===== config.mk =====
export PLATFORM = sky130hd
export DESIGN_NAME = issue_decoder
export DESIGN_NICKNAME = d
export VERILOG_FILES = /design/src/issue_pkg.sv /design/src/issue_decoder.sv /design/src/system_op_decoder.sv /design/src/flow_op_decoder.sv /design/src/mem_op_decoder.sv /design/src/alu_op_decoder.sv
export SDC_FILE = /design/constraint.sdc
export NUM_CORES = 1
export LEC_CHECK = 0
export BUFFER_PORTS_ARGS = -buffer_cell sky130_fd_sc_hd__buf_2
export CAP_MARGIN = 20
export CELL_PAD_IN_SITES_DETAIL_PLACEMENT = 0
export CELL_PAD_IN_SITES_GLOBAL_PLACEMENT = 1
export CORE_ASPECT_RATIO = 2
export CORE_MARGIN = 5
export CORE_UTILIZATION = 24
export DETAILED_ROUTE_END_ITERATION = 7
export PLACE_DENSITY = 0.89
export SETUP_SLACK_MARGIN = 0.4
export SYNTH_ARGS = -nofsm -noshare
export SYNTH_HDL_FRONTEND = slang
export SYNTH_SLANG_ARGS = --single-unit
export TNS_END_PERCENT = 20

===== constraint.sdc =====
create_clock -name vclk -period 1.62
set_clock_uncertainty 0.15 [all_clocks]
set_input_delay 0.162 -clock vclk [all_inputs]
set_output_delay 0.162 -clock vclk [all_outputs]
set_load 0.01 [all_outputs]

===== src/issue_pkg.sv =====
// ========================================
// Shared definitions for the issue-stage decoder
// Field widths, RV64I encodings and the decode result types
// ========================================
package issue_pkg;

    // Field widths
    localparam int unsigned ILEN        = 32;
    localparam int unsigned REG_IDX_LEN = 5;
    localparam int unsigned OPCODE_LEN  = 7;
    localparam int unsigned FUNCT3_LEN  = 3;
    localparam int unsigned FUNCT7_LEN  = 7;
    localparam int unsigned I_IMM       = 12;
    localparam int unsigned EU_CTL_W    = 8;

    // Major opcodes
    localparam logic [OPCODE_LEN-1:0] OP        = 7'b0110011;
    localparam logic [OPCODE_LEN-1:0] OP_IMM    = 7'b0010011;
    localparam logic [OPCODE_LEN-1:0] OP_32     = 7'b0111011;
    localparam logic [OPCODE_LEN-1:0] OP_IMM_32 = 7'b0011011;
    localparam logic [OPCODE_LEN-1:0] LOAD      = 7'b0000011;
    localparam logic [OPCODE_LEN-1:0] STORE     = 7'b0100011;
    localparam logic [OPCODE_LEN-1:0] BRANCH    = 7'b1100011;
    localparam logic [OPCODE_LEN-1:0] JAL       = 7'b1101111;
    localparam logic [OPCODE_LEN-1:0] JALR      = 7'b1100111;
    localparam logic [OPCODE_LEN-1:0] LUI       = 7'b0110111;
    localparam logic [OPCODE_LEN-1:0] AUIPC     = 7'b0010111;
    localparam logic [OPCODE_LEN-1:0] MISC_MEM  = 7'b0001111;
    localparam logic [OPCODE_LEN-1:0] SYSTEM    = 7'b1110011;

    // Integer ALU funct3 / funct7
    localparam logic [FUNCT3_LEN-1:0] F3_ADD_SUB = 3'd0;
    localparam logic [FUNCT3_LEN-1:0] F3_SLL     = 3'd1;
    localparam logic [FUNCT3_LEN-1:0] F3_SLT     = 3'd2;
    localparam logic [FUNCT3_LEN-1:0] F3_SLTU    = 3'd3;
    localparam logic [FUNCT3_LEN-1:0] F3_XOR     = 3'd4;
    localparam logic [FUNCT3_LEN-1:0] F3_SRL_SRA = 3'd5;
    localparam logic [FUNCT3_LEN-1:0] F3_OR      = 3'd6;
    localparam logic [FUNCT3_LEN-1:0] F3_AND     = 3'd7;
    localparam logic [FUNCT7_LEN-1:0] F7_BASE    = 7'b0000000;
    localparam logic [FUNCT7_LEN-1:0] F7_ALT     = 7'b0100000;

    // Load/store access width in funct3
    localparam logic [FUNCT3_LEN-1:0] F3_B  = 3'd0;
    localparam logic [FUNCT3_LEN-1:0] F3_H  = 3'd1;
    localparam logic [FUNCT3_LEN-1:0] F3_W  = 3'd2;
    localparam logic [FUNCT3_LEN-1:0] F3_D  = 3'd3;
    localparam logic [FUNCT3_LEN-1:0] F3_BU = 3'd4;
    localparam logic [FUNCT3_LEN-1:0] F3_HU = 3'd5;
    localparam logic [FUNCT3_LEN-1:0] F3_WU = 3'd6;

    localparam logic [FUNCT3_LEN-1:0] F3_JALR = 3'd0;

    // SYSTEM and MISC_MEM funct3
    localparam logic [FUNCT3_LEN-1:0] F3_PRIV    = 3'd0;
    localparam logic [FUNCT3_LEN-1:0] F3_CSRRW   = 3'd1;
    localparam logic [FUNCT3_LEN-1:0] F3_CSRRS   = 3'd2;
    localparam logic [FUNCT3_LEN-1:0] F3_CSRRC   = 3'd3;
    localparam logic [FUNCT3_LEN-1:0] F3_CSRRWI  = 3'd5;
    localparam logic [FUNCT3_LEN-1:0] F3_CSRRSI  = 3'd6;
    localparam logic [FUNCT3_LEN-1:0] F3_CSRRCI  = 3'd7;
    localparam logic [FUNCT3_LEN-1:0] F3_FENCE   = 3'd0;
    localparam logic [FUNCT3_LEN-1:0] F3_FENCE_I = 3'd1;

    // Fixed fields, imm is funct7 and rs2 together
    localparam logic [I_IMM-1:0]      ECALL_IMM     = 12'h000;
    localparam logic [I_IMM-1:0]      EBREAK_IMM    = 12'h001;
    localparam logic [I_IMM-1:0]      SRET_IMM      = 12'h102;
    localparam logic [I_IMM-1:0]      WFI_IMM       = 12'h105;
    localparam logic [I_IMM-1:0]      MRET_IMM      = 12'h302;
    localparam logic [I_IMM-1:0]      FENCE_I_IMM   = 12'h000;
    localparam logic [3:0]            FENCE_FM      = 4'b0000;
    localparam logic [FUNCT7_LEN-1:0] SFENCE_VMA_F7 = 7'b0001001;

    typedef enum logic [2:0] {
        EU_NONE, EU_INT_ALU, EU_LOAD_BUFFER, EU_STORE_BUFFER, EU_BRANCH_UNIT
    } issue_eu_t;

    typedef enum logic [EU_CTL_W-1:0] {
        ADD, ADDW, SUB, SUBW, AND, OR, XOR, SLL, SLLW, SRL, SRLW, SRA, SRAW, SLT, SLTU
    } alu_ctl_t;

    typedef enum logic [EU_CTL_W-1:0] {
        LS_BYTE, LS_BYTE_U, LS_HALFWORD, LS_HALFWORD_U, LS_WORD, LS_WORD_U, LS_DOUBLEWORD
    } ls_ctl_t;

    // Same codes as the BRANCH funct3 field
    typedef enum logic [EU_CTL_W-1:0] {
        BEQ = 8'd0, BNE = 8'd1, BLT = 8'd4, BGE = 8'd5, BLTU = 8'd6, BGEU = 8'd7
    } bu_ctl_t;

    // One control word, read according to the assigned unit
    typedef union packed {
        alu_ctl_t alu;
        ls_ctl_t  ls;
        bu_ctl_t  bu;
    } eu_ctl_t;

    typedef enum logic {IMM_SEXT, IMM_SHAMT} imm_format_t;

    typedef enum logic [3:0] {
        E_ILLEGAL_INSTRUCTION = 4'd2,
        E_BREAKPOINT          = 4'd3,
        E_UNKNOWN             = 4'd15
    } except_code_t;

endpackage

===== src/issue_decoder.sv =====
// ========================================
// Issue-stage instruction decoder, top level
// Selects the class decoder that matches the word
// Words no class accepts raise illegal-instruction
// ========================================
`timescale 1ns/1ps

module issue_decoder (
    input  logic [issue_pkg::ILEN-1:0] issue_instruction_i,
    output logic                       issue_except_raised_o,
    output issue_pkg::except_code_t    issue_except_code_o,
    output logic                       issue_res_ready_o,
    output logic                       issue_stall_possible_o,
    output issue_pkg::issue_eu_t       issue_eu_o,
    output issue_pkg::eu_ctl_t         issue_eu_ctl_o,
    output logic                       issue_rs1_req_o,
    output logic                       issue_rs2_req_o,
    output logic                       issue_imm_req_o,
    output issue_pkg::imm_format_t     issue_imm_format_o,
    output logic                       issue_regstat_upd_o
);
    import issue_pkg::*;

    logic         alu_hit;
    alu_ctl_t     alu_ctl;
    logic         alu_rs2_req;
    imm_format_t  alu_imm_format;
    logic         mem_hit;
    logic         mem_store;
    ls_ctl_t      mem_ctl;
    logic         flow_hit;
    issue_eu_t    flow_eu;
    bu_ctl_t      flow_ctl;
    logic         flow_rs1_req;
    logic         flow_rs2_req;
    logic         flow_res_ready;
    logic         flow_stall_possible;
    logic         flow_regstat_upd;
    logic         sys_hit;
    logic         sys_regstat_upd;
    logic         sys_res_ready;
    logic         sys_except_raised;
    except_code_t sys_except_code;

    alu_op_decoder i_alu_op_decoder (
        .issue_instruction_i (issue_instruction_i),
        .alu_hit_o           (alu_hit),
        .alu_ctl_o           (alu_ctl),
        .alu_rs2_req_o       (alu_rs2_req),
        .alu_imm_format_o    (alu_imm_format)
    );

    mem_op_decoder i_mem_op_decoder (
        .issue_instruction_i (issue_instruction_i),
        .mem_hit_o           (mem_hit),
        .mem_store_o         (mem_store),
        .mem_ctl_o           (mem_ctl)
    );

    flow_op_decoder i_flow_op_decoder (
        .issue_instruction_i   (issue_instruction_i),
        .flow_hit_o            (flow_hit),
        .flow_eu_o             (flow_eu),
        .flow_ctl_o            (flow_ctl),
        .flow_rs1_req_o        (flow_rs1_req),
        .flow_rs2_req_o        (flow_rs2_req),
        .flow_res_ready_o      (flow_res_ready),
        .flow_stall_possible_o (flow_stall_possible),
        .flow_regstat_upd_o    (flow_regstat_upd)
    );

    system_op_decoder i_system_op_decoder (
        .issue_instruction_i (issue_instruction_i),
        .sys_hit_o           (sys_hit),
        .sys_regstat_upd_o   (sys_regstat_upd),
        .sys_res_ready_o     (sys_res_ready),
        .sys_except_raised_o (sys_except_raised),
        .sys_except_code_o   (sys_except_code)
    );

    // Classes are disjoint, so the order of the checks is arbitrary
    always_comb begin
        issue_except_raised_o  = 1'b0;
        issue_except_code_o    = E_UNKNOWN;
        issue_res_ready_o      = 1'b0;
        issue_stall_possible_o = 1'b0;
        issue_eu_o             = EU_NONE;
        issue_eu_ctl_o         = '0;
        issue_rs1_req_o        = 1'b0;
        issue_rs2_req_o        = 1'b0;
        issue_imm_req_o        = 1'b0;
        issue_imm_format_o     = IMM_SEXT;
        issue_regstat_upd_o    = 1'b0;

        if (alu_hit) begin
            issue_eu_o             = EU_INT_ALU;
            issue_eu_ctl_o.alu     = alu_ctl;
            issue_rs1_req_o        = 1'b1;
            issue_rs2_req_o        = alu_rs2_req;
            issue_imm_req_o        = !alu_rs2_req;
            issue_imm_format_o     = alu_imm_format;
            issue_regstat_upd_o    = 1'b1;
        end else if (mem_hit) begin
            issue_eu_o             = mem_store ? EU_STORE_BUFFER : EU_LOAD_BUFFER;
            issue_eu_ctl_o.ls      = mem_ctl;
            issue_rs1_req_o        = 1'b1;
            issue_rs2_req_o        = mem_store;
            issue_imm_req_o        = 1'b1;
            issue_regstat_upd_o    = !mem_store;
        end else if (flow_hit) begin
            issue_eu_o             = flow_eu;
            issue_eu_ctl_o.bu      = flow_ctl;
            issue_rs1_req_o        = flow_rs1_req;
            issue_rs2_req_o        = flow_rs2_req;
            issue_imm_req_o        = 1'b1;
            issue_res_ready_o      = flow_res_ready;
            issue_stall_possible_o = flow_stall_possible;
            issue_regstat_upd_o    = flow_regstat_upd;
        end else if (sys_hit) begin
            issue_except_raised_o  = sys_except_raised;
            issue_except_code_o    = sys_except_code;
            issue_res_ready_o      = sys_res_ready;
            issue_stall_possible_o = 1'b1;
            issue_regstat_upd_o    = sys_regstat_upd;
        end else begin
            issue_except_raised_o  = 1'b1;
            issue_except_code_o    = E_ILLEGAL_INSTRUCTION;
        end
    end

endmodule


===== src/system_op_decoder.sv =====
// ========================================
// System class of the issue decoder
// CSR access, fences, environment calls and returns
// ========================================
`timescale 1ns/1ps

module system_op_decoder (
    input  logic [issue_pkg::ILEN-1:0] issue_instruction_i,
    output logic                       sys_hit_o,
    output logic                       sys_regstat_upd_o,
    output logic                       sys_res_ready_o,
    output logic                       sys_except_raised_o,
    output issue_pkg::except_code_t    sys_except_code_o
);
    import issue_pkg::*;

    logic [OPCODE_LEN-1:0]  opcode;
    logic [FUNCT3_LEN-1:0]  funct3;
    logic [FUNCT7_LEN-1:0]  funct7;
    logic [I_IMM-1:0]       imm;
    logic [REG_IDX_LEN-1:0] rs1;
    logic [REG_IDX_LEN-1:0] rd;
    logic                   is_csr;
    logic                   priv_base;
    logic                   is_ret_env;
    logic                   is_ebreak;
    logic                   is_sfence;
    logic                   is_fence;
    logic                   is_fence_i;

    assign opcode = issue_instruction_i[OPCODE_LEN-1:0];
    assign funct3 = issue_instruction_i[14 -: FUNCT3_LEN];
    assign funct7 = issue_instruction_i[31 -: FUNCT7_LEN];
    assign imm    = issue_instruction_i[31 -: I_IMM];
    assign rs1    = issue_instruction_i[19 -: REG_IDX_LEN];
    assign rd     = issue_instruction_i[11 -: REG_IDX_LEN];

    assign is_csr = (opcode == SYSTEM) &&
                    (funct3 inside {F3_CSRRW, F3_CSRRS, F3_CSRRC, F3_CSRRWI, F3_CSRRSI, F3_CSRRCI});

    // Privileged group needs rs1 and rd cleared
    assign priv_base  = (opcode == SYSTEM) && (funct3 == F3_PRIV) && (rs1 == '0) && (rd == '0);
    assign is_ebreak  = priv_base && (imm == EBREAK_IMM);
    assign is_ret_env = priv_base && (imm inside {ECALL_IMM, MRET_IMM, SRET_IMM, WFI_IMM});

    // rs1 and rs2 carry the address and ASID
    assign is_sfence = (opcode == SYSTEM) && (funct3 == F3_PRIV) &&
                       (funct7 == SFENCE_VMA_F7) && (rd == '0);

    assign is_fence   = (opcode == MISC_MEM) && (funct3 == F3_FENCE) &&
                        (issue_instruction_i[31 -: 4] == FENCE_FM) && (rs1 == '0) && (rd == '0);
    assign is_fence_i = (opcode == MISC_MEM) && (funct3 == F3_FENCE_I) &&
                        (imm == FENCE_I_IMM) && (rs1 == '0) && (rd == '0);

    assign sys_hit_o = is_csr || is_ebreak || is_ret_env || is_sfence || is_fence || is_fence_i;

    assign sys_regstat_upd_o   = is_csr;
    assign sys_res_ready_o     = sys_hit_o && !is_ebreak;
    assign sys_except_raised_o = is_ebreak;
    assign sys_except_code_o   = is_ebreak ? E_BREAKPOINT : E_UNKNOWN;

endmodule


===== src/flow_op_decoder.sv =====
// ========================================
// Control-flow class of the issue decoder
// Branches, jumps and the upper-immediate instructions
// ========================================
`timescale 1ns/1ps

module flow_op_decoder (
    input  logic [issue_pkg::ILEN-1:0] issue_instruction_i,
    output logic                       flow_hit_o,
    output issue_pkg::issue_eu_t       flow_eu_o,
    output issue_pkg::bu_ctl_t         flow_ctl_o,
    output logic                       flow_rs1_req_o,
    output logic                       flow_rs2_req_o,
    output logic                       flow_res_ready_o,
    output logic                       flow_stall_possible_o,
    output logic                       flow_regstat_upd_o
);
    import issue_pkg::*;

    logic [OPCODE_LEN-1:0] opcode;
    logic [FUNCT3_LEN-1:0] funct3;
    logic                  is_branch;
    logic                  is_jalr;
    logic                  is_link;

    assign opcode = issue_instruction_i[OPCODE_LEN-1:0];
    assign funct3 = issue_instruction_i[14 -: FUNCT3_LEN];

    // funct3 2 and 3 are reserved for BRANCH
    assign is_branch = (opcode == BRANCH) && (funct3[2:1] != 2'b01);
    assign is_jalr   = (opcode == JALR) && (funct3 == F3_JALR);

    // Result computed at issue, no unit involved
    assign is_link = is_jalr || (opcode == JAL) || (opcode == LUI) || (opcode == AUIPC);

    always_comb begin
        flow_eu_o  = EU_NONE;
        flow_ctl_o = BEQ;
        if (is_branch) begin
            flow_eu_o  = EU_BRANCH_UNIT;
            flow_ctl_o = bu_ctl_t'({{(EU_CTL_W-FUNCT3_LEN){1'b0}}, funct3});
        end
    end

    assign flow_hit_o            = is_branch || is_link;
    assign flow_rs1_req_o        = is_branch;
    assign flow_rs2_req_o        = is_branch;
    assign flow_res_ready_o      = is_link;
    assign flow_stall_possible_o = is_jalr;
    assign flow_regstat_upd_o    = is_link;

endmodule


===== src/mem_op_decoder.sv =====
// ========================================
// Load/store class of the issue decoder
// Reports a hit, load or store, and the access width
// ========================================
`timescale 1ns/1ps

module mem_op_decoder (
    input  logic [issue_pkg::ILEN-1:0] issue_instruction_i,
    output logic                       mem_hit_o,
    output logic                       mem_store_o,
    output issue_pkg::ls_ctl_t         mem_ctl_o
);
    import issue_pkg::*;

    logic [OPCODE_LEN-1:0] opcode;
    logic [FUNCT3_LEN-1:0] funct3;
    logic                  is_load;
    logic                  is_store;
    ls_ctl_t               width;

    assign opcode = issue_instruction_i[OPCODE_LEN-1:0];
    assign funct3 = issue_instruction_i[14 -: FUNCT3_LEN];

    // No unsigned stores, and no 64-bit unsigned load
    assign is_load  = (opcode == LOAD) && (funct3 != 3'd7);
    assign is_store = (opcode == STORE) && !funct3[2];

    always_comb begin
        width = LS_BYTE;
        case (funct3)
            F3_B:    width = LS_BYTE;
            F3_H:    width = LS_HALFWORD;
            F3_W:    width = LS_WORD;
            F3_D:    width = LS_DOUBLEWORD;
            F3_BU:   width = LS_BYTE_U;
            F3_HU:   width = LS_HALFWORD_U;
            F3_WU:   width = LS_WORD_U;
            default: width = LS_BYTE;
        endcase
    end

    assign mem_hit_o   = is_load || is_store;
    assign mem_store_o = is_store;
    assign mem_ctl_o   = mem_hit_o ? width : LS_BYTE;

endmodule


===== src/alu_op_decoder.sv =====
// ========================================
// Integer ALU class of the issue decoder
// Register and immediate forms, 64-bit and word variants
// ========================================
`timescale 1ns/1ps

module alu_op_decoder (
    input  logic [issue_pkg::ILEN-1:0] issue_instruction_i,
    output logic                       alu_hit_o,
    output issue_pkg::alu_ctl_t        alu_ctl_o,
    output logic                       alu_rs2_req_o,
    output issue_pkg::imm_format_t     alu_imm_format_o
);
    import issue_pkg::*;

    logic [OPCODE_LEN-1:0] opcode;
    logic [FUNCT3_LEN-1:0] funct3;
    logic [FUNCT7_LEN-1:0] funct7;
    logic                  reg_form;
    logic                  imm_form;
    logic                  word_form;
    logic                  arith;
    logic                  f3_ok;
    logic                  f7_ok;
    logic                  is_shift;
    alu_ctl_t              op;

    assign opcode = issue_instruction_i[OPCODE_LEN-1:0];
    assign funct3 = issue_instruction_i[14 -: FUNCT3_LEN];
    assign funct7 = issue_instruction_i[31 -: FUNCT7_LEN];

    assign reg_form  = (opcode == OP) || (opcode == OP_32);
    assign imm_form  = (opcode == OP_IMM) || (opcode == OP_IMM_32);
    assign word_form = (opcode == OP_32) || (opcode == OP_IMM_32);
    // Bit 30 selects SUB and the arithmetic shifts
    assign arith     = issue_instruction_i[30];
    assign is_shift  = (funct3 == F3_SLL) || (funct3 == F3_SRL_SRA);

    // Word forms only exist for add/sub and shifts
    assign f3_ok = !word_form || (funct3 inside {F3_ADD_SUB, F3_SLL, F3_SRL_SRA});
    assign f7_ok = !reg_form || (funct7 == F7_BASE) ||
                   ((funct7 == F7_ALT) && ((funct3 == F3_ADD_SUB) || (funct3 == F3_SRL_SRA)));

    assign alu_hit_o = (reg_form || imm_form) && f3_ok && f7_ok;

    always_comb begin
        op = ADD;
        case (funct3)
            F3_ADD_SUB: begin
                if (reg_form && arith) begin
                    op = word_form ? SUBW : SUB;
                end else begin
                    op = word_form ? ADDW : ADD;
                end
            end
            F3_SLL:  op = word_form ? SLLW : SLL;
            F3_SLT:  op = SLT;
            F3_SLTU: op = SLTU;
            F3_XOR:  op = XOR;
            F3_SRL_SRA: begin
                if (arith) begin
                    op = word_form ? SRAW : SRA;
                end else begin
                    op = word_form ? SRLW : SRL;
                end
            end
            F3_OR:   op = OR;
            F3_AND:  op = AND;
        endcase
    end

    assign alu_ctl_o        = alu_hit_o ? op : ADD;
    assign alu_rs2_req_o    = alu_hit_o && reg_form;
    assign alu_imm_format_o = (alu_hit_o && imm_form && is_shift) ? IMM_SHAMT : IMM_SEXT;

endmodule


After elaboration in Yosys (flattened, before gate mapping):

Index checks and enable logic that the tools add are counted.

* $add $sub $neg: 0
* $mul: 0
* divide/modulo/power cells: 0
* magnitude comparators: 0
* eq/ne operators: 28
* shift-type cells: 0
* multiplexer cells: 49
* bitwise operators: 0
* reduce and logical (&&, ||, !) cells: 62

Operators by type and width (count)
* one-hot mux 8 bit (8 select lines): 1
* two-way mux 8 bit: 5
* equality test 7 x 6 -> 1 bit, second input constant: 5
* two-way mux 1 bit: 29
* equality test 7 bit, second input constant: 4
* logical AND 1 bit: 28
* equality test 12 x 9 -> 1 bit, second input constant: 2
* two-way mux 4 bit: 6
* equality test 7 x 5 -> 1 bit, second input constant: 3
* logical OR 1 bit: 19
* two-way mux 3 bit: 6
* one-hot mux 3 bit (6 select lines): 1
* equality test 7 x 4 -> 1 bit, second input constant: 2
* equality test 12 x 1 -> 1 bit, second input constant: 1
* equality test 12 x 10 -> 1 bit, second input constant: 1
* equality test 3 bit, second input constant: 4
* zero test 12 bit: 1
* zero test 5 bit: 2
* equality test 7 x 2 -> 1 bit, second input constant: 1
* zero test 7 bit: 1
* equality test 3 x 2 -> 1 bit, second input constant: 2
* zero test 1 bit: 6
* nonzero test 6 bit: 1
* zero test 4 bit: 1
* other kinds (7): 7

* register bits after elaboration: 0
* bits in latches: 0
* bits in writable memories: 0
* bits in read-only memories: 0
* word-level logic and storage cells: 139
* memories: 0

Logic depth before layout (Yosys ltp):

Gate-level depths: netlist of the first run.

* depth in word-level cells: 15
* mapped depth: 7
* gate-level depth less buffers: 7

Cells and area by module:

Synthesis of the first run repeated with hierarchy kept, for this count alone.

* cells, all modules: 202
* area total of the unflattened synthesis: 1411.4 um2

By module, submodules not included
* issue_decoder: instances 1, cells an instance 73, area an instance 462.9 um2, seq. area each 0.0 um2
* alu_op_decoder: instances 1, cells an instance 40, area an instance 302.8 um2, seq. area each 0.0 um2
* system_op_decoder: instances 1, cells an instance 41, area an instance 256.5 um2, seq. area each 0.0 um2
* flow_op_decoder: instances 1, cells an instance 31, area an instance 220.2 um2, seq. area each 0.0 um2
* mem_op_decoder: instances 1, cells an instance 17, area an instance 168.9 um2, seq. area each 0.0 um2

Least setup slack after synthesis of the first run:

Ideal clock, no wire load.

* path kind: input to output
* from: input issue_instruction_i[15] (netlist bit)
* to: output issue_except_code_o[3]
* data arrival time: 1543 ps
* data required time: 1308 ps
* slack: -235 ps
* stages on the path: 6
* path through: or4_4 nor4b_4 and3_1 nand3_2 nand3_1 buf_4

* word-level cells in the longest chain between the ends: 13
* elaborated cells between the ends (all ways): 19
* those cells by class: 5 x mux; 14 x reduce/logical

RTL lines
* from (decl): line issue_decoder.sv:9 `input logic [issue_pkg::ILEN-1:0] issue_instruction_i,`
* zero test 5 bit (*): line system_op_decoder.sv:42, system_op_decoder.sv:51, system_op_decoder.sv:53
* logical AND 1 bit (2 in series): line system_op_decoder.sv:42 `assign priv_base = (opcode == SYSTEM) && (funct3 == F3_PRIV) && (rs1 == '0) && (rd == '0);`
* logical AND 1 bit: line system_op_decoder.sv:43 `assign is_ebreak = priv_base && (imm == EBREAK_IMM);`
* logical OR 1 bit (5 in series): line system_op_decoder.sv:55 `assign sys_hit_o = is_csr || is_ebreak || is_ret_env || is_sfence || is_fence || is_fence_i;`
* two-way mux 4 bit (*): line issue_decoder.sv:119 `end else if (sys_hit) begin`
* two-way mux 4 bit (*): line issue_decoder.sv:110 `end else if (flow_hit) begin`
* two-way mux 4 bit (*): line issue_decoder.sv:103 `end else if (mem_hit) begin`
* two-way mux 4 bit (*): line issue_decoder.sv:95 `if (alu_hit) begin`
* to (decl): line issue_decoder.sv:11 `output issue_pkg::except_code_t issue_except_code_o,`

Every way passes the cells marked *; elsewhere a longest branch is shown, timed or not.

Worst setup path in the final report of the first run:

* from: input issue_instruction_i[19] (netlist bit)
* to: output issue_except_raised_o

* word-level cells in the longest chain between the ends: 13
* elaborated cells between the ends (all ways): 18
* those cells by class: 4 x mux; 14 x reduce/logical

RTL lines
* zero test 5 bit (*): line system_op_decoder.sv:42, system_op_decoder.sv:51, system_op_decoder.sv:53
* logical AND 1 bit (2 in series): line system_op_decoder.sv:42
* logical AND 1 bit: line system_op_decoder.sv:43
* logical OR 1 bit (5 in series): line system_op_decoder.sv:55
* two-way mux 1 bit (*): line issue_decoder.sv:119
* two-way mux 1 bit (*): line issue_decoder.sv:110
* two-way mux 1 bit (*): line issue_decoder.sv:103
* two-way mux 1 bit (*): line issue_decoder.sv:95
* to (decl): line issue_decoder.sv:10 `output logic issue_except_raised_o,`

Marks and branches as above.

==> impl_results.md, run 1 <==
* Run status: finished, violations left
* Failing checks: setup timing
* Top-level port count at 55
* Gr usage total at 13.8%
* Worst hold slack at 619 ps
* Hold depth at 4
* First-pass GRT wire length at 5130 um
* Crit path from: issue_instruction_i[19]
* IO buf count at 50
* RSZ-0062 raised after global routing: yes
* Final net count at 219
* Placed cells at 214
* Seq_cells at 0
* Row count at 28
* Largest net degree at the start of global routing at 11
* Crit path DAT at 1780 ps
* Crit path time final at 2090 ps
* Initial antenna violation count at 0
* Fraction of layout cells with a size suffix above 1 at 56.5%
* Vias/cell at 5.31
* Vias in the first global route at 1,206
* Die Y at 88.0 um
* Drc violations at 0
* Tcrit/Tclk final at 129%
* Synthesis-to-layout area growth at 85.1%
* Detailed-route wire length at 3000 um
* Antenna diodes at 0
* Die footprint at 4310 um^2
* Non-Filler Instances at 214
* Final HPWL DP at 2520 um
* Initial detailed-routing violation count at 14
* Post-synthesis sequential area ratio at 0%
* Netlist cell types at 45
* Hold_buf cts at 0
* Core Footprint at 2940 um^2
* Leakage power at 0.714 nW
* RePlAce Congestion at 0.850
* Grt ovf at 0
* TritonRoute pass-1 iters at 2
* Setup repair bufs after CTS at 0
* Starting Density at 24.8%
* Final slew viol count at 0
* Clock Buffer Count at 0
* Wire per inst at 14.0 um
* Antenna viol nets, final at 0
* Finish-stage setup viols at 15
* Worst vdd ir at 0.0000486 V
* Crit Path Class: primary input to output port
* Setup ws final at -470 ps
* Worst-path maximum fanout at 3
* Max-Cap Viols at 0
* Min-Delay Path Class: primary input to output port
* Fmax at 0.478 GHz
* DP Area at 1250 um^2
* Startpoint class of the critical path: primary input
* FF/Latch Area at 0 um^2
* Post-Syn Area per Cell at 6.52 um^2
* Fin area at 1350 um^2
* Post-Syn Instances at 112
* DR vias at 1,136
* Synthesis warning total at 0
* PwrDens at 168 nW/um^2
* Die width at 49.0 um
* Synth Cell Area at 731 um^2
* Crit path to: issue_except_raised_o
* Fin. Hold Viols at 0
* CP endpoint kind: output port
* Worst EP required at 1310 ps
==> worst min-delay path by stage <==
stage | end | start | slack [ps]
2_1_floorplan | issue_eu_o[1] | issue_instruction_i[6] | 240
3_5_place_dp | issue_imm_req_o | issue_instruction_i[5] | 620
5_1_grt | issue_imm_format_o | issue_instruction_i[5] | 650
3_3_place_gp | issue_imm_req_o | issue_instruction_i[5] | 630
4_1_cts | issue_imm_req_o | issue_instruction_i[5] | 630
6_report | issue_imm_req_o | issue_instruction_i[5] | 620
==> layout make-up <==
cell class,instances,area (um^2)
fill,312,1590
inverter,3,13.8
multi-input combinational,99,736
tap,30,37.5
timing repair buffer,82,566
==> cells in the mapped netlist, types with 4 or more instances <==
cell	number	area share, %
nand2b_1	4	3.4
nor3_1	5	3.4
and3_1	7	6.0
o21ai_0	5	3.4
nor2_1	10	5.1
clkbuf_1	4	2.1
nand3_1	4	2.7
a21oi_1	5	3.4
nand2_1	10	5.1
nand4_1	4	3.4
buf_4	6	6.2
==> layout by cell type (no fill, tap or decap), types with 2 or more instances in the layout <==
cell type   n
buf_2      42
buf_4      30
nand2_1    10
nor2_1     10
buf_6       8
conb_1      5
nor3_2      4
and3_1      4
o21ai_0     4
a21oi_1     4
nand4_1     4
and3_4      3
nor4_1      3
nand2b_1    3
a32oi_1     3
nand3_1     3
inv_1       2
o21a_1      2
nor3_1      2
and4_1      2
a221o_1     2
nand3b_1    2
buf_12      2
==> cell families after synthesis <==
family,count (synthesis),synth area share (%)
AO/OA/AOI/OAI,27,26.7
AND/OR/NAND/NOR,66,58.7
other,2,1.03
buffers and inverters,16,11.8
adder cells (fa/ha/maj),1,1.71
==> critical path, cell delays in order <==
cell     delay [ps]
buf_6            90
or4_4           540
nor4b_4         360
and3_4          260
nand3_4          70
and3_4          180
buf_6           110
==> what timing repair did <==
action,CTS,global route
setup endpoints to repair,18,18
endpoints found under the hold margin,0,0
gates resized for setup,13,8
pin swaps,8,6
==> stage by stage <==
stage          worst slack, ps  util (%)  TNS (ps)  power (W)
3_5_place_dp              -475      42.4     -4480   0.000209
6_report                  -470      46.0     -4190   0.000227
2_1_floorplan             -182         -      -978  0.0000909
4_1_cts                   -453      44.7     -4040   0.000220
3_3_place_gp              -464      42.4     -4380   0.000206
5_1_grt                   -531      46.0     -5190   0.000248
==> where the power goes <==
| group | total (W) | switching, W | internal [W] |
|---|---|---|---|
| clock network | 0 | 0 | 0 |
| registers | 0 | 0 | 0 |
| logic | 0.000227 | 0.000108 | 0.000119 |
==> per-layer routing <==
layer / wire [um] / vias up / global-route usage [%]
met3: 167 / 6 / 2.04
met1: 992 / 531 / 13.6
met5: 0 / - / 0
li1: - / 566 / -
met2: 1760 / 33 / 28.8
met4: 78 / 0 / 3.43
No activity file was read; power rests on OpenSTA's default activity.
==> run 2, diff against run 1 <==
--- a/config.mk
+++ b/config.mk
@@ -5,15 +5,14 @@
 export SDC_FILE = /design/constraint.sdc
 export NUM_CORES = 1
 export LEC_CHECK = 0
-export BUFFER_PORTS_ARGS = -buffer_cell sky130_fd_sc_hd__buf_2
 export CAP_MARGIN = 20
 export CELL_PAD_IN_SITES_DETAIL_PLACEMENT = 0
 export CELL_PAD_IN_SITES_GLOBAL_PLACEMENT = 1
-export CORE_ASPECT_RATIO = 2
 export CORE_MARGIN = 5
-export CORE_UTILIZATION = 24
+export CORE_UTILIZATION = 39
 export DETAILED_ROUTE_END_ITERATION = 7
-export PLACE_DENSITY = 0.89
+export DONT_BUFFER_PORTS = 1
+export PLACE_DENSITY = 0.9
 export SETUP_SLACK_MARGIN = 0.4
 export SYNTH_ARGS = -nofsm -noshare
 export SYNTH_HDL_FRONTEND = slang
==> run 2 against run 1 <==
  * The flow still finishes with violations (setup timing)
  * Flip-flop and latch count unchanged
  * Wire length decreased by 18%
  * Critical path depth decreased by 2
==> impl_results.md, run 2 (same netlist as run 1, synthesis figures left out) <==
* Run status: finished, violations left (unchanged)
* Failing checks: setup timing (unchanged)
* Hold_buf cts at 0 (unchanged)
* Fraction of layout cells with a size suffix above 1 at 34.2% (was 56.5%)
* Setup TNS at -1370 ps (was -4190 ps)
* TritonRoute pass-1 iters at 4 (was 2)
* PwrDens at 99.4 nW/um^2 (was 168 nW/um^2)
* Initial antenna violation count at 0 (unchanged)
* Place WS at -235 ps (was -475 ps)
* DP Area at 786 um^2 (was 1250 um^2)
* Vias in the first global route at 822 (was 1,206)
* Final HPWL DP at 1860 um (was 2520 um)
* Crit path time final at 1870 ps (was 2090 ps)
* DR vias at 888 (was 1,136)
* Clock Buffer Count at 0 (unchanged)
* Crit Path Class: primary input to output port (unchanged)
* Crit path to: issue_except_raised_o (unchanged)
* Leakage power at 0.372 nW (was 0.714 nW)
* IO buf count at 0 (was 50)
* CP endpoint kind: output port (unchanged)
* Vias/cell at 6.53 (was 5.31)
* Max-Cap Viols at 0 (unchanged)
* Crit path from: issue_instruction_i[15] (was issue_instruction_i[19])
* Worst-path maximum fanout at 3 (unchanged)
* Initial detailed-routing violation count at 31 (was 14)
* Final net count at 146 (was 219)
* Fmax at 0.536 GHz (was 0.478 GHz)
* Drc violations at 0 (unchanged)
* Top-level port count at 55 (unchanged)
* Crit path DAT at 1550 ps (was 1780 ps)
* Final slew viol count at 0 (unchanged)
* Finish-stage setup viols at 9 (was 15)
* RePlAce Congestion at 0.820 (was 0.850)
* Die width at 53.3 um (was 49.0 um)
* Most frequent cells in the layout: 10 x nor2_1, 8 x nand2_1, 5 x o21ai_0, 5 x conb_1, 5 x buf_4 (was 42 x buf_2, 30 x buf_4, 10 x nand2_1, 10 x nor2_1, 8 x buf_6)
* Tcrit/Tclk final at 115% (was 129%)
* Core Footprint at 1750 um^2 (was 2940 um^2)
* Die Y at 53.3 um (was 88.0 um)
* RSZ-0062 raised after global routing: yes (unchanged)
* Synthesis-to-layout area growth at 26.0% (was 85.1%)
* FILL cells at 160 (was 312)
* Most common cell after layout, fill and taps aside: nor2_1 (was buf_2)
* Setup ws final at -246 ps (was -470 ps)
* Die footprint at 2840 um^2 (was 4310 um^2)
* Largest net degree at the start of global routing at 18 (was 11)
* Min-Delay Path Class: primary input to output port (unchanged)
* Worst vdd ir at 0.0000573 V (was 0.0000486 V)
* Seq_cells at 0 (unchanged)
* Worst EP required at 1310 ps (about the same)
* Worst-Margin Slew at 595 ps
* Starting Density at 41.9% (was 24.8%)
* Wire per inst at 18.0 um (was 14.0 um)
* Row count at 15 (was 28)
* Antenna viol nets, final at 0 (unchanged)
* Slew HR at 59.8%
* Detailed-route wire length at 2450 um (was 3000 um)
* Startpoint class of the critical path: primary input (unchanged)
* Antenna diodes at 0 (unchanged)
* First-pass GRT wire length at 3600 um (was 5130 um)
* Fin area at 921 um^2 (was 1350 um^2)
* Grt ovf at 0 (unchanged)
* Gr usage total at 16.2% (was 13.8%)
* FF/Latch Area at 0 um^2 (unchanged)
* Fin. Hold Viols at 0 (unchanged)
-- run 2: per-layer routing --
layer,GRT usage (%),routed length [um],vias up
met5,0,0,-
met4,1.28,19,0
met3,5.07,278,2
met2,28.8,1210,46
met1,19.3,940,418
li1,-,-,422
-- run 2: worst min path at each step --
| stage | start | cells after the start | endpoint | slack (ps) |
|---|---|---|---|---|
| detailed placement | issue_instruction_i[5] | 1 | issue_imm_format_o | 240 |
| floorplan | issue_instruction_i[6] | 1 | issue_eu_o[1] | 240 |
| finish | issue_instruction_i[5] | 1 | issue_imm_format_o | 200 |
| global route | issue_instruction_i[5] | 1 | issue_imm_format_o | 200 |
| global placement | issue_instruction_i[5] | 1 | issue_imm_format_o | 240 |
| CTS | issue_instruction_i[5] | 1 | issue_imm_format_o | 200 |
-- run 2: through the flow --
step / util (%) / instances / hold WS [ps] / total power [W]
CTS: 49.5 / 135 / 204 / 0.0000870
floorplan: - / 115 / 236 / 0.0000909
detailed placement: 45.0 / 135 / 237 / 0.0000806
finish: 52.8 / 136 / 201 / 0.0000915
global route: 52.8 / 136 / 204 / 0.000101
global placement: 45.0 / 135 / 238 / 0.0000782
-- run 2: final cells by class --
type | count | area [um^2] | area share (%)
Multi-Input combinational cell | 99 | 793 | 86.1
Timing Repair Buffer | 9 | 82.6 | 8.97
Tap cell | 25 | 31.3 | 3.40
Inverter | 3 | 13.8 | 1.49
-- run 2: repair_timing --
item | in CTS | in global routing
gates cloned | 0 | 0
endpoints found under the hold margin | 0 | 0
pin swaps | 10 | 5
setup buffers | 0 | 1
gates resized for setup | 19 | 7
endpoints found under the setup margin | 16 | 18
-- run 2: power by group --
group	switching (W)	total (W)	internal, W
Combinational	0.0000480	0.0000915	0.0000435
Clock	0	0	0
Sequential	0	0	0
-- run 2: worst max-delay path, cell delays in order --
cell     delay (ps)
or4_4           530
nor4b_4         300
and3_4          240
nand3_4          90
and3_4          230
